<file path="src/dcache_pkg.sv">
package dcache_pkg;

    typedef logic [31:0] word_t;       // one data word
    typedef logic [31:0] addr_t;       // byte address
    typedef logic [1:0]  size_t;       // access size code
    typedef logic [3:0]  byte_mask_t;  // one enable per byte lane

    // size codes, same encoding as the core's data_size
    localparam size_t SIZE_BYTE = 2'd0;
    localparam size_t SIZE_HALF = 2'd1;
    localparam size_t SIZE_WORD = 2'd2;

    // cache controller states
    typedef enum logic [1:0] {
        IDLE      = 2'b00,  // hits served here
        READ_MISS = 2'b01,  // waiting on a line fill
        WRITE_MEM = 2'b11   // write-through in flight
    } cache_state_t;

    // backing memory states
    typedef enum logic {
        MEM_IDLE = 1'b0,
        MEM_BUSY = 1'b1
    } mem_state_t;

endpackage

</file>
<file path="src/byte_merge.sv">
`timescale 1ns/1ps

module byte_merge import dcache_pkg::*; (
    input  logic [1:0] addr_low,
    input  size_t      size,
    input  word_t      old_word,
    input  word_t      new_word,
    output byte_mask_t mask,
    output word_t      merged
);

    // lane decode from size and the low address bits
    always_comb begin
        case (size)
            SIZE_BYTE: mask = byte_mask_t'(4'b0001 << addr_low);
            SIZE_HALF: mask = addr_low[1] ? 4'b1100 : 4'b0011;  // upper or lower pair
            SIZE_WORD: mask = 4'b1111;
            default:   mask = 4'b1111;                         // treat reserved code as word
        endcase
    end

    // masked lanes from the new word, the rest kept
    always_comb begin
        for (int i = 0; i < 4; i++) begin
            merged[8*i +: 8] = mask[i] ? new_word[8*i +: 8] : old_word[8*i +: 8];
        end
    end

endmodule

</file>
<file path="src/dcache_write_through.sv">
`timescale 1ns/1ps

module dcache_write_through import dcache_pkg::*; #(
    parameter int INDEX_WIDTH  = 4,
    parameter int OFFSET_WIDTH = 2
) (
    input  logic  clk,
    input  logic  rst,

    // core side
    input  logic  cpu_req,
    input  logic  cpu_wr,
    input  size_t cpu_size,
    input  addr_t cpu_addr,
    input  word_t cpu_wdata,
    output word_t cpu_rdata,
    output logic  cpu_addr_ok,
    output logic  cpu_data_ok,

    // memory side
    output logic  mem_req,
    output logic  mem_wr,
    output size_t mem_size,
    output addr_t mem_addr,
    output word_t mem_wdata,
    input  word_t mem_rdata,
    input  logic  mem_addr_ok,
    input  logic  mem_data_ok
);

    localparam int TAG_WIDTH = 32 - INDEX_WIDTH - OFFSET_WIDTH;
    localparam int DEPTH     = 1 << INDEX_WIDTH;

    // one word per line
    logic                 line_valid [DEPTH];
    logic [TAG_WIDTH-1:0] line_tag   [DEPTH];
    word_t                line_data  [DEPTH];

    logic [OFFSET_WIDTH-1:0] offset;
    logic [INDEX_WIDTH-1:0]  index;
    logic [TAG_WIDTH-1:0]    tag;

    logic [TAG_WIDTH-1:0]    tag_save;
    logic [INDEX_WIDTH-1:0]  index_save;

    cache_state_t state;
    cache_state_t state_next;

    word_t line_word;
    word_t merged_word;
    logic  hit;
    logic  read_hit;
    logic  write_hit;
    logic  addr_rcv;   // memory took the address, waiting for data
    logic  fill;

    assign offset = cpu_addr[OFFSET_WIDTH-1:0];
    assign index  = cpu_addr[INDEX_WIDTH+OFFSET_WIDTH-1:OFFSET_WIDTH];
    assign tag    = cpu_addr[31:INDEX_WIDTH+OFFSET_WIDTH];

    assign line_word = line_data[index];
    assign hit       = line_valid[index] && (line_tag[index] == tag);

    // hits only count while idle
    assign read_hit  = (state == IDLE) && cpu_req && !cpu_wr && hit;
    assign write_hit = (state == IDLE) && cpu_req && cpu_wr && hit;
    assign fill      = (state == READ_MISS) && mem_data_ok;

    always_comb begin
        state_next = state;
        case (state)
            IDLE: begin
                if (cpu_req && cpu_wr) begin
                    state_next = WRITE_MEM;   // every write goes to memory
                end else if (cpu_req && !hit) begin
                    state_next = READ_MISS;
                end
            end
            READ_MISS: if (mem_data_ok) state_next = IDLE;
            WRITE_MEM: if (mem_data_ok) state_next = IDLE;
            default:   state_next = IDLE;
        endcase
    end

    always_ff @(posedge clk) begin
        if (rst) begin
            state <= IDLE;
        end else begin
            state <= state_next;
        end
    end

    always_ff @(posedge clk) begin
        if (rst) begin
            addr_rcv <= 1'b0;
        end else if (mem_req && mem_addr_ok) begin
            addr_rcv <= 1'b1;
        end else if (mem_data_ok) begin
            addr_rcv <= 1'b0;
        end
    end

    // request fields are held by the core, pass them through
    assign mem_req   = (state != IDLE) && !addr_rcv;
    assign mem_wr    = (state == WRITE_MEM);
    assign mem_size  = cpu_size;
    assign mem_addr  = cpu_addr;
    assign mem_wdata = cpu_wdata;

    assign cpu_rdata   = hit ? line_word : mem_rdata;
    assign cpu_addr_ok = read_hit || (mem_req && mem_addr_ok);
    assign cpu_data_ok = read_hit || mem_data_ok;

    // line slot for the fill
    always_ff @(posedge clk) begin
        if ((state == IDLE) && cpu_req) begin
            tag_save   <= tag;
            index_save <= index;
        end
    end

    byte_merge u_merge (
        .addr_low (offset[1:0]),
        .size     (cpu_size),
        .old_word (line_word),
        .new_word (cpu_wdata),
        .mask     (),
        .merged   (merged_word)
    );

    always_ff @(posedge clk) begin
        if (rst) begin
            for (int i = 0; i < DEPTH; i++) begin
                line_valid[i] <= 1'b0;
            end
        end else if (fill) begin
            line_valid[index_save] <= 1'b1;
        end
    end

    always_ff @(posedge clk) begin
        if (fill) begin
            line_tag[index_save]  <= tag_save;
            line_data[index_save] <= mem_rdata;
        end else if (write_hit) begin
            line_data[index] <= merged_word;   // merged once, in the request cycle
        end
    end

endmodule

</file>
<file path="config.mk">
export PLATFORM = sky130hd
export DESIGN_NAME = dcache_write_through
export DESIGN_NICKNAME = d
export VERILOG_FILES = /design/src/dcache_pkg.sv /design/src/byte_merge.sv /design/src/dcache_write_through.sv
export SDC_FILE = /design/constraint.sdc
export NUM_CORES = 1
export LEC_CHECK = 0
export ABC_AREA = 0
export BUFFER_PORTS_ARGS = -buffer_cell sky130_fd_sc_hd__buf_2
export CAP_MARGIN = 20
export CORE_MARGIN = 2
export CORE_UTILIZATION = 40
export CTS_CLUSTER_DIAMETER = 80
export DETAILED_ROUTE_END_ITERATION = 8
export PLACE_DENSITY_LB_ADDON = 0.3
export SYNTH_ARGS = -nofsm -noshare
export SYNTH_HDL_FRONTEND = slang
export SYNTH_SLANG_ARGS = --single-unit
</file>
<file path="constraint.sdc">
create_clock -name clk -period 5.25 [get_ports clk]
set_input_delay 0.525 -clock clk [delete_from_list [all_inputs] [get_ports clk]]
set_output_delay 0.525 -clock clk [all_outputs]
set_load 0.1 [all_outputs]
</file>
### Word-level counts from Yosys, hierarchy flattened

Memories as Yosys holds them, arrays and structs flattened.
Cells that the tools add are included.

* multiplexer cells: 28
* shift operators: 1
* reductions and logical operators: 24
* eq/ne operators: 6

Operators by type and width (count)
* $mux W32: 2
* $mux W8: 4
* $reduce_or A32 Y1: 1
* $eq A26 B26 Y1: 1
* $mux W1: 14
* $mux W4: 3
* $logic_and A1 B1 Y1: 11
* $pmux W4 S2: 1
* $mux W2: 3
* $eq A2 B1 Y1 const B: 2
* $logic_not A2 Y1: 2
* $pmux W2 S2: 1
* $reduce_bool A2 Y1: 2
* $shl A1 B2 Y4 const A: 1
* $logic_not A1 Y1: 3
* $ne A3 B1 Y1 const B: 1
* $eq A2 B2 Y1 const B: 1
* $logic_or A1 B1 Y1: 2
* $ne A2 B1 Y1 const B: 1
* $reduce_and A2 Y1: 1
* $reduce_or A2 Y1: 1
* $reduce_or A1 Y1: 1

* word-level logic and storage cells: 66
* input bits: 104
* memories kept: 3
* output and inout port bits: 102
* register bits: 33
* RAM bits: 944

Memories
* line_data: depth 16, width 32, rd ports 1, clocked after memory_dff 0, write ports 1, RTL line dcache_write_through.sv:37 `word_t line_data [DEPTH];`
* line_tag: depth 16, width 26, rd ports 1, clocked after memory_dff 0, write ports 1, RTL line dcache_write_through.sv:36 `logic [TAG_WIDTH-1:0] line_tag [DEPTH];`
* line_valid: depth 16, width 1, rd ports 1, clocked after memory_dff 0, write ports 16, RTL line dcache_write_through.sv:35 `logic line_valid [DEPTH];`

### Longest topological paths before layout

Gate-level depths: netlist (run 1).

* depth after elaboration: 9
* mapped depth: 15

### Modules after synthesis

From an unflattened synthesis (run 1), not the netlist that was laid out.

* cell total of the unflattened synthesis: 1762
* area total of the unflattened synthesis: 39086.2 um^2

Modules (own cells, without submodules)
* dcache_write_through: cells each 1719, area each 38627.0 um^2, instances 1, sequential area each 29148.0 um^2
* byte_merge: cells each 43, area each 459.2 um^2, instances 1, sequential area each 0.0 um^2

### Least setup slack after synthesis (run 1)

OpenSTA, ideal clock, no wires.

* path kind: input-to-output
* start point: in cpu_addr[4]
* end point: out cpu_addr_ok
* stages: 14
* setup slack: -0.320 ns
* path buffers: 6
* arrival: 5.045 ns
* data required time: 4.725 ns
* cells stage by stage: buf_4 -> buf_8 -> buf_8 -> buf_6 -> mux4_2 -> a32oi_1 -> o2111ai_1 -> a2111o_1 -> nor4_1 -> nand4_1 -> nand4bb_1 -> buf_2 -> buf_6 -> o21ai_0

* longest elaborated chain between the ends: 5
* elaborated cells on any way between the ends: 6
* those cells by class: eq/ne (1); reduce/logical (3); memory (2)

RTL lines
* start, declared: RTL line dcache_write_through.sv:14 `input addr_t cpu_addr,`
* $mem_v2 Z16 W26
* $eq A26 B26 Y1: RTL line dcache_write_through.sv:62 `assign hit = line_valid[index] && (line_tag[index] == tag);`
* $logic_and A1 B1 Y1 *: RTL line dcache_write_through.sv:62
* $logic_and A1 B1 Y1 *: RTL line dcache_write_through.sv:65 `assign read_hit = (state == IDLE) && cpu_req && !cpu_wr && hit;`
* $logic_or A1 B1 Y1 *: RTL line dcache_write_through.sv:111 `assign cpu_addr_ok = read_hit || (mem_req && mem_addr_ok);`
* end, declared: RTL line dcache_write_through.sv:17 `output logic cpu_addr_ok,`

Mark *: on every way between the ends. The rest lies on a longest branch, timed or not.

### Final worst setup path (run 1)

* start point: in cpu_addr[2]
* end point: out cpu_rdata[6]

* longest elaborated chain between the ends: 4
* elaborated cells on any way between the ends: 6
* those cells by class: eq/ne (1); mux (1); reduce/logical (1); memory (3)

RTL lines
* $mem_v2 Z16 W26
* $eq A26 B26 Y1: RTL line dcache_write_through.sv:62
* $logic_and A1 B1 Y1: RTL line dcache_write_through.sv:62
* $mux W32 *: RTL line dcache_write_through.sv:110 `assign cpu_rdata = hit ? line_word : mem_rdata;`
* end, declared: RTL line dcache_write_through.sv:16 `output word_t cpu_rdata,`

Marks and branches as above.

==> qor.csv, run 1 <==
stage,metric,value,unit
outcome,status,"finished, final reports clean",
sta,min_period,4920,ps
synth,yosysSeqAreaShare,0.740,
power,netSwitchingFraction,0.223,
setup_path,endpoint_kind,output pin,
power,intPower,13200,µW
power,seqPwrFrac,0.511,
sta,slew_headroom,0.297,
grt,grt_pass1_wl,134000,µm
sta,worstMarginPinSlew,1050,ps
synth,netlist_area,39400,µm²
sta,period_share,0.936,
synth,netlist.area_leader.share,0.730,
setup_path,worstPathMaxFanout,52,
min_path,whs_path_depth,1,
setup_path,worst_setup_path_start_kind,input port,
drt,post_drt_wl_per_cell,26.3,µm
synth,syn_nets,1967,
final_layout,design_area,45800,µm²
drt,drt-initial-drc-count,2039,
power,clkPwrFrac,0.416,
grt,antenna_found_initial,2,
cts,cts_buffers,99,
cts,htree_levels,3,
synth,synth-seq-cells,977,
cts,cts_tree,done,
min_path,hp-class,in2reg,
cts,cts-root-buf,clkbuf_16,
placement,dp_hpwl,51100,µm
sta,rsz0062_at_grt,no,
power,pwr-share-comb,0.072,
synth,ys.flop_type,edfxtp_1,
floorplanning,initial_utilization,0.402,
sta,fin_tns_setup,0,ps
drt,dr.pass1.iters,7,
synth,synth_cell_types,63,
placement,place_area,42500,µm²
synth,synth-edff-count,958,
synth,synth.most_common_cell,edfxtp_1,
synth,synth-compound-area-share,0.0196,
final_layout,final_nets,2191,
power,ir_worst_vdd,0.358,mV
drt,detail_route.vias_per_cell,5.58,
cts,cts.sink_count,977,
job,cap_violations,0,
sta,fmax,0.203,GHz
synth,syn_inst,1863,
synth,synth_mux_area_frac,0.186,
power,p_switching,3780,µW
grt,grt_usage,0.181,
synth,yosys.area.top_type,edfxtp_1,
floorplanning,num_rows,115,
floorplanning,dieArea,101000,µm²
placement,port_buffers,205,
synth,ys_top_cells_by_area,"edfxtp_1, mux4_2, mux2_2",
power,leakage,0.0149,µW
final_layout,final_cell_count_no_fill,3460,
synth,synthArstFlopShare,0,
drt,detail-route-antenna-nets,0,
grt,grt_max_degree,130,
floorplanning,core_area,98000,µm²
drt,remaining_drc_errors,0,
synth,synth_xor_area_frac,0.00444,
placement,gp_congestion,0.787,
sta,setup_viol,0,
sta,finClkSkew,31.8,ps
final_layout,area_growth_syn_to_layout,16.3,%
synth,synth-simple-area-share,0.0228,
floorplanning,die_w,318,µm
final_layout,utilization,0.468,
synth,synth_top_family_by_area,multiplexers,
cts,postCtsHoldBufs,0,
placement,post-place-cells,3273,
setup_path,worstPathRequired,4720,ps
cts,ctsResizeCount,0,
setup_path,arrival,4390,ps
floorplanning,ioPinCount,206,
floorplanning,die_h,318,µm
sta,slew_viol_final,0,
power,p_per_area,371,nW/µm²
sta,hold_viol_final,0,
setup_path,crit_type,in2out,
drt,vias,19300,
setup_path,r2r.worst_path.cells,10,
synth,synth_warnings,0,
grt,grt_pass1_vias,20200,
cts,clk_pin_slew,60,ps
drt,totalWireLength,91100,µm
final_layout,drive_gt1_frac,0.372,
grt,grt-ovfl-total,0,
cts,postCtsSetupBuffers,0,
synth,synth_fa_ha_area_frac,0,
synth,synthTopCellsByCount,"edfxtp_1, mux4_2, mux2_2",
cts,cts_max_path_buffers,3,
synth,syn_avg_cell_area,21.2,µm²
cts,worstSkewPairLatency,680,ps
worst max-delay path, cell delays in order:
cell,delay [ps]
buf_8,450
buf_4,390
mux4_2,530
and2_1,170
a211oi_1,230
a21oi_1,80
xnor2_1,360
nand4_1,310
nand4bb_4,280
buf_4,320
mux2_1,440
buf_12,180
worst paths after layout:
| path | slack, ps | endpoint | from |
|---|---|---|---|
| hold reg to reg | 470 | line_valid[6]$_DFF_P_ | line_valid[6]$_DFF_P_ |
| setup / recovery | 330 | cpu_rdata[6] | cpu_addr[2] |
| setup reg to reg | 1170 | line_data[11][28]$_DFFE_PP_ | line_tag[12][14]$_DFFE_PP_ |
| hold / removal | 80 | tag_save[1]$_DFFE_PP_ | cpu_addr[7] |
logic make-up (layout without fill, tap and decap cells):
| kind of cell | count (synthesis) | in the layout |
|---|---|---|
| buf+inv | 166 | 475 |
| flops | 977 | 977 |
| xor+xnor | 20 | 20 |
| compound gates | 103 | 103 |
| simple gates | 181 | 181 |
| other cells | 0 | 1 |
| mux | 416 | 416 |
registers in the layout (all words and copies together) (netlist names):
name,count
line_data,512
tag_save,26
line_tag,416
state,2
index_save,4
line_valid,16
addr_rcv,1
routing by layer:
metal  up-vias  share of wire  global-route usage
met5         -              0                   0
met4         0          0.029              0.0603
met3       149          0.065              0.0313
met2       733           0.50               0.301
met1     10200           0.41               0.244
li1       8170              -                   -
per-stage QoR:
step / total power [µW] / hold WS (ps) / worst slack [ps]
after floorplan: 9730 / 435 / 379
after global placement: 10100 / 444 / 212
after detailed placement: 10100 / 458 / 294
after CTS: 17100 / 43.4 / 283
after global routing: 17500 / 66.3 / 192
final: 17000 / 84.6 / 334
cells in the final DEF (no fill, tap or decap), drive strengths merged, types with 22 or more instances in the layout:
cell type | Yosys | final
a22oi | 22 | 22
buf | 127 | 279
clkbuf | 30 | 114
clkinv | 1 | 56
edfxtp | 958 | 958
mux2 | 101 | 101
mux2i | 71 | 71
mux4 | 244 | 244
nand2 | 28 | 28
nor2 | 74 | 74
layout make-up:
| class | instances | area [µm²] |
|---|---|---|
| diodes | 1 | 2.50 |
| clock buffers | 113 | 2600 |
| clock inverters | 73 | 701 |
| fillers | 8012 | 52200 |
| inverters | 9 | 33.8 |
| multi-input cells | 720 | 9330 |
| flip-flops and latches | 977 | 29100 |
| well taps | 1287 | 1610 |
| repair buffers | 280 | 2410 |
power groups by stage:
stage                     combinational, µW  clock [µW]  sequential (µW)
final                                  1230        7080             8690
after global routing                   1290        7490             8700
after CTS                              1240        7210             8690
after detailed placement               1240           0             8850
after global placement                 1230           0             8840
after floorplan                         897           0             8830
Power figures use the tool's default switching activity.
==> run 2: changes to the inputs <==
--- a/config.mk
+++ b/config.mk
@@ -5,7 +5,7 @@
 export SDC_FILE = /design/constraint.sdc
 export NUM_CORES = 1
 export LEC_CHECK = 0
-export ABC_AREA = 0
+export ABC_AREA = 1
 export BUFFER_PORTS_ARGS = -buffer_cell sky130_fd_sc_hd__buf_2
 export CAP_MARGIN = 20
 export CORE_MARGIN = 2
==> constraint.sdc (replaced) <==
create_clock -name clk -period 6.1 [get_ports clk]
set_input_delay 0.61 -clock clk [delete_from_list [all_inputs] [get_ports clk]]
set_output_delay 0.61 -clock clk [all_outputs]
set_load 0.1 [all_outputs]
==> qor.csv, run 2 <==
stage,metric,value,unit
outcome,status,"finished, final reports clean",
synth,synthTopCellsByCount,"edfxtp_1, nand2_1, nor2_1",
final_layout,multi_input_area,10100,µm²
floorplanning,num_rows,117,
grt,grt_max_degree,141,
final_layout,largest_register,line_data,
setup_path,endpoint_kind,output pin,
drt,vias,28100,
setup_path,r2r-end,line_data[7][26]$_DFFE_PP_,
cts,cts_max_path_buffers,3,
cts,cts_tree,done,
setup_path,ff2ff_setup_slack,2160,ps
final_layout,final_nets,3886,
min_path,holdCritStartpoint,cpu_addr[22],
power,ir_worst_vdd,0.225,mV
setup_path,reg2reg_from,line_tag[0][7]$_DFFE_PP_,
sta,slew_headroom,0.290,
grt,antenna_found_initial,3,
synth,yosysSeqAreaShare,0.705,
placement,post-place-cells,5044,
floorplanning,ioPinCount,206,
grt,grt_usage,0.209,
synth,syn_avg_cell_area,11.3,µm²
sta,setup_viol,0,
cts,htree_levels,3,
drt,totalWireLength,113000,µm
synth,ys.flop_type,edfxtp_1,
setup_path,arrival,4280,ps
power,p_per_area,310,nW/µm²
placement,dp_hpwl,60900,µm
final_layout,regArea,29100,µm²
final_layout,reg.largest.list,"line_data x512, line_tag x416, tag_save x26",
grt,grt_pass1_vias,26600,
sta,fin_tns_setup,0,ps
sta,hold_viol_final,0,
sta,min_period,4890,ps
synth,synthArstFlopShare,0,
floorplanning,die_w,326,µm
grt,grt-ovfl-total,0,
synth,synth_warnings,0,
final_layout,nFillCells,9188,
floorplanning,dieArea,106000,µm²
sta,rsz0062_at_grt,no,
synth,netlist_area,41400,µm²
cts,clk_pin_slew,60,ps
cts,worstSkewPairLatency,690,ps
synth,ys_top_cells_by_area,"edfxtp_1, nand2_1, nand3_1",
synth,yosys.area.top_type,edfxtp_1,
sta,fmax,0.205,GHz
placement,gp_congestion,0.839,
setup_path,worstPathRequired,5490,ps
min_path,whs_path_depth,1,
synth,synth.most_common_cell,edfxtp_1,
final_layout,area_growth_syn_to_layout,14.2,%
synth,syn_nets,3759,
drt,detail-route-antenna-nets,0,
drt,detail_route.vias_per_cell,5.37,
final_layout,final_cell_count_no_fill,5234,
final_layout,antenna_cells,0,
final_layout,layout_commonest_cell,edfxtp_1,
setup_path,worstPathMaxFanout,95,
sta,period_share,0.801,
drt,post_drt_wl_per_cell,21.5,µm
final_layout,drive_gt1_frac,0.129,
synth,syn_inst,3655,
synth,netlist.area_leader.share,0.695,
cts,postCtsHoldBufs,0,
final_layout,largest_register_ffs,512,
setup_path,r2r.worst_path.cells,17,
drt,remaining_drc_errors,0,
grt,grt_pass1_wl,168000,µm
synth,synth-seq-cells,977,
drt,drt-initial-drc-count,3096,
power,p_total,14600,µW
cts,cts_buffers,101,
synth,synth_cell_types,28,
drt,dr.pass1.iters,6,
job,cap_violations,0,
sta,worstMarginPinSlew,1060,ps
setup_path,crit_type,in2out,
cts,cts-root-buf,clkbuf_16,
min_path,min_to,tag_save[16]$_DFFE_PP_,
min_path,hp-class,in2reg,
floorplanning,initial_utilization,0.405,
final_layout,final_cell_mix,"edfxtp_1, nand2_1, nor2_1",
sta,finClkSkew,29.1,ps
placement,port_buffers,205,
cts,ctsResizeCount,0,
power,leakage,0.0173,µW
floorplanning,die_h,326,µm
sta,slew_viol_final,0,
cts,postCtsSetupBuffers,0,
floorplanning,core_area,102000,µm²
setup_path,worst_setup_path_start_kind,input port,
synth,synth-edff-count,958,
cts,cts.sink_count,977,
[run 2: cell count changes after synthesis, sizes merged, moves of 37 or more]
cell / before / now
nor2: 74 / 435
mux4: 244 / 0
o21ai: 5 / 345
o22ai: 8 / 45
nand2: 28 / 735
nand3: 7 / 359
inv: 8 / 262
o221ai: 1 / 92
mux2: 101 / 0
o211ai: 0 / 44
clkbuf: 30 / 123
mux2i: 71 / 0
[run 2: power breakdown]
group,switching [µW],total [µW],leakage [µW],internal [µW]
Sequential,54.8,7480,0.00879,7430
Clock,2570,5950,0.00156,3370
Combinational,926,1210,0.00695,280
[run 2: worst max path at each step]
stage	startpoint	endpoint	slack, ps	depth (start not counted)
after CTS	cpu_addr[3]	cpu_rdata[8]	1210	18
after global routing	cpu_addr[2]	cpu_rdata[13]	950	9
after global placement	cpu_addr[5]	line_data[7][9]$_DFFE_PP_	1090	14
final	cpu_addr[2]	cpu_rdata[13]	1210	9
after floorplan	cpu_addr[3]	cpu_rdata[10]	1630	17
after detailed placement	cpu_addr[5]	line_data[7][11]$_DFFE_PP_	1010	14
[run 2: kinds of logic after synthesis]
group | Yosys count | synth area share
AND/OR/NAND/NOR | 1549 | 0.153
flip-flops | 977 | 0.705
AO/OA/AOI/OAI | 583 | 0.0841
buffers and inverters | 546 | 0.0582
[run 2: through the flow]
| stage | hold WS, ps | worst slack, ps | cell area [µm²] | util |
|---|---|---|---|---|
| floorplan | 441 | 1630 | 41400 | - |
| global placement | 449 | 1090 | 44100 | 0.431 |
| detailed placement | 461 | 1010 | 44100 | 0.431 |
| CTS | 139 | 1210 | 47200 | 0.462 |
| global route | 146 | 951 | 47300 | 0.463 |
| finish | 168 | 1210 | 47300 | 0.463 |
[run 2: critical path, stage by stage]
cell	delay [ps]
buf_8	310
buf_12	330
buf_4	840
buf_4	640
o21ai_0	180
o221ai_1	290
o211ai_1	180
a31oi_1	530
buf_12	250
[run 2: final cells by class]
| type | instances | share of cell area |
|---|---|---|
| clock buffer | 128 | 0.0569 |
| clock inverter | 59 | 0.0101 |
| inverter | 264 | 0.0214 |
| multi-input combinational | 2132 | 0.213 |
| sequential | 977 | 0.617 |
| tap | 1368 | 0.0362 |
| timing repair buffer | 306 | 0.0457 |
[run 2: per-layer routing]
layer / track usage / vias to the layer above / routed length [µm]
met5: 0 / - / 28
met4: 0.0753 / 4 / 3820
met3: 0.0429 / 209 / 9050
met2: 0.325 / 1112 / 51600
met1: 0.291 / 13700 / 48000
li1: - / 13100 / -
==> run 3: changes to the inputs <==
==> constraint.sdc (replaced) <==
create_clock -name clk -period 5 [get_ports clk]
set_input_delay 0.5 -clock clk [delete_from_list [all_inputs] [get_ports clk]]
set_output_delay 0.5 -clock clk [all_outputs]
set_load 0.1 [all_outputs]
==> qor.csv, run 3 (synthesized netlist as in run 2, its figures left out) <==
stage,metric,value,unit
grt,grt_max_degree,170,
final_layout,antenna_cells,0,
placement,gp_congestion,0.823,
power,p_per_area,375,nW/µm²
cts,clk_pin_slew,60,ps
placement,preCtsSetupSlack,440,ps
sta,finClkSkew,40.9,ps
sta,period_share,0.920,
cts,cts.sink_count,977,
final_layout,largest_register_ffs,512,
grt,grt_usage,0.213,
setup_path,worstPathRequired,4500,ps
drt,remaining_drc_errors,0,
setup_path,path_delay_family,buffers and inverters,
cts,cts_buffers,101,
sta,rsz0062_at_grt,no,
floorplanning,initial_utilization,0.405,
final_layout,layout_commonest_cell,edfxtp_1,
drt,dr.pass1.iters,5,
cts,cts_tree,done,
floorplanning,die_h,326,µm
floorplanning,ioPinCount,206,
placement,dp_hpwl,63200,µm
setup_path,cp_num_buf_inv,7,
setup_path,critPathSlowestCell,buf_4,
final_layout,area_growth_syn_to_layout,16.5,%
cts,worstSkewPairLatency,700,ps
sta,fmax,0.217,GHz
cts,cts-root-buf,clkbuf_16,
floorplanning,core_area,102000,µm²
cts,cts_max_path_buffers,3,
min_path,hp-class,in2reg,
sta,slew_viol_final,0,
sta,hold_ws,39.8,ps
final_layout,utilization,0.472,
setup_path,crit_type,in2out,
sta,setup_viol,0,
final_layout,reg.largest.list,"line_data x512, line_tag x416, tag_save x26",
sta,fin_tns_setup,0,ps
setup_path,cpPeakStageDelay,620,ps
setup_path,arrival,4100,ps
final_layout,drive_gt1_frac,0.140,
grt,grt-ovfl-total,0,
final_layout,largest_register,line_data,
placement,port_buffers,205,
sta,min_period,4600,ps
drt,detail_route.vias_per_cell,5.40,
grt,grt_pass1_vias,27000,
final_layout,final_cell_mix,"edfxtp_1, nand2_1, nor2_1",
setup_path,crit_top_cell,buf_4,
sta,slew_headroom,0.300,
cts,ctsResizeCount,0,
sta,setup_ws,401,ps
drt,vias,28500,
setup_path,path_cells,buf_8 -> buf_12 -> buf_4 -> buf_4 -> buf_4 -> o21ai_0 -> o221ai_1 -> o211ai_1 -> a31oi_1 -> buf_4 -> buf_12,
setup_path,worst_setup_path_start_kind,input port,
drt,post_drt_wl_per_cell,21.7,µm
sta,worstMarginPinSlew,1050,ps
grt,antenna_found_initial,7,
floorplanning,num_rows,117,
outcome,status,"finished, final reports clean",
power,ir_worst_vdd,0.248,mV
job,cap_violations,0,
setup_path,endpoint_kind,output pin,
power,leakage,0.0177,µW
sta,hold_viol_final,0,
drt,totalWireLength,114000,µm
cts,htree_levels,3,
floorplanning,die_w,326,µm
grt,grt_pass1_wl,171000,µm
setup_path,worstPathMaxFanout,61,
cts,postCtsHoldBufs,0,
drt,detail-route-antenna-nets,0,
final_layout,final_nets,3935,
floorplanning,dieArea,106000,µm²
power,p_total,18100,µW
cts,postCtsSetupBuffers,0,
drt,drt-initial-drc-count,2980,
==> run 3: power breakdown <==
part	switching, µW	internal [µW]	leakage, µW
Sequential	65.9	9060	0.00879
Clock	3140	4230	0.00155
Combinational	1160	405	0.00738
==> run 3: worst reg2reg max path: cells and delay by family (launching register included) <==
family                 cells  cell delay [ps]
AO/OA/AOI/OAI              1              280
buffers and inverters      2              300
AND/OR/NAND/NOR           13             2510
flip-flops                 1              370
==> run 3: routing by layer <==
layer | up-vias | global-route usage | routed length, µm
li1 | 13100 | - | -
met1 | 13900 | 0.293 | 48100
met2 | 1203 | 0.335 | 53000
met3 | 223 | 0.0471 | 10000
met4 | 14 | 0.0702 | 3140
met5 | - | 0 | 80
==> run 3: cell type report <==
class | instances | area, µm²
fill | 9158 | 54000
sequential | 977 | 29100
multi-input combinational | 2132 | 10100
timing repair buffer | 355 | 3070
clock buffer | 126 | 2660
tap | 1368 | 1710
inverter | 264 | 1010
clock inverter | 52 | 548
==> run 3: stage by stage <==
| stage | cell area [µm²] | std cells |
|---|---|---|
| floorplan | 41400 | 3655 |
| global placement | 44900 | 5086 |
| detailed placement | 44900 | 5088 |
| CTS | 48100 | 5266 |
| global route | 48200 | 5274 |
| finish | 48200 | 5274 |
==> run 3: path summary, 6_finish.rpt <==
check | cells after the start | slack, ps | startpoint | to
setup / recovery | 11 | 400 | cpu_addr[2] | cpu_rdata[4]
setup reg to reg | 16 | 1250 | line_tag[5][19]$_DFFE_PP_ | line_data[3][27]$_DFFE_PP_
hold reg to reg | 2 | 460 | addr_rcv$_SDFFE_PP0P_ | addr_rcv$_SDFFE_PP0P_
hold / removal | 1 | 40 | cpu_addr[6] | tag_save[0]$_DFFE_PP_
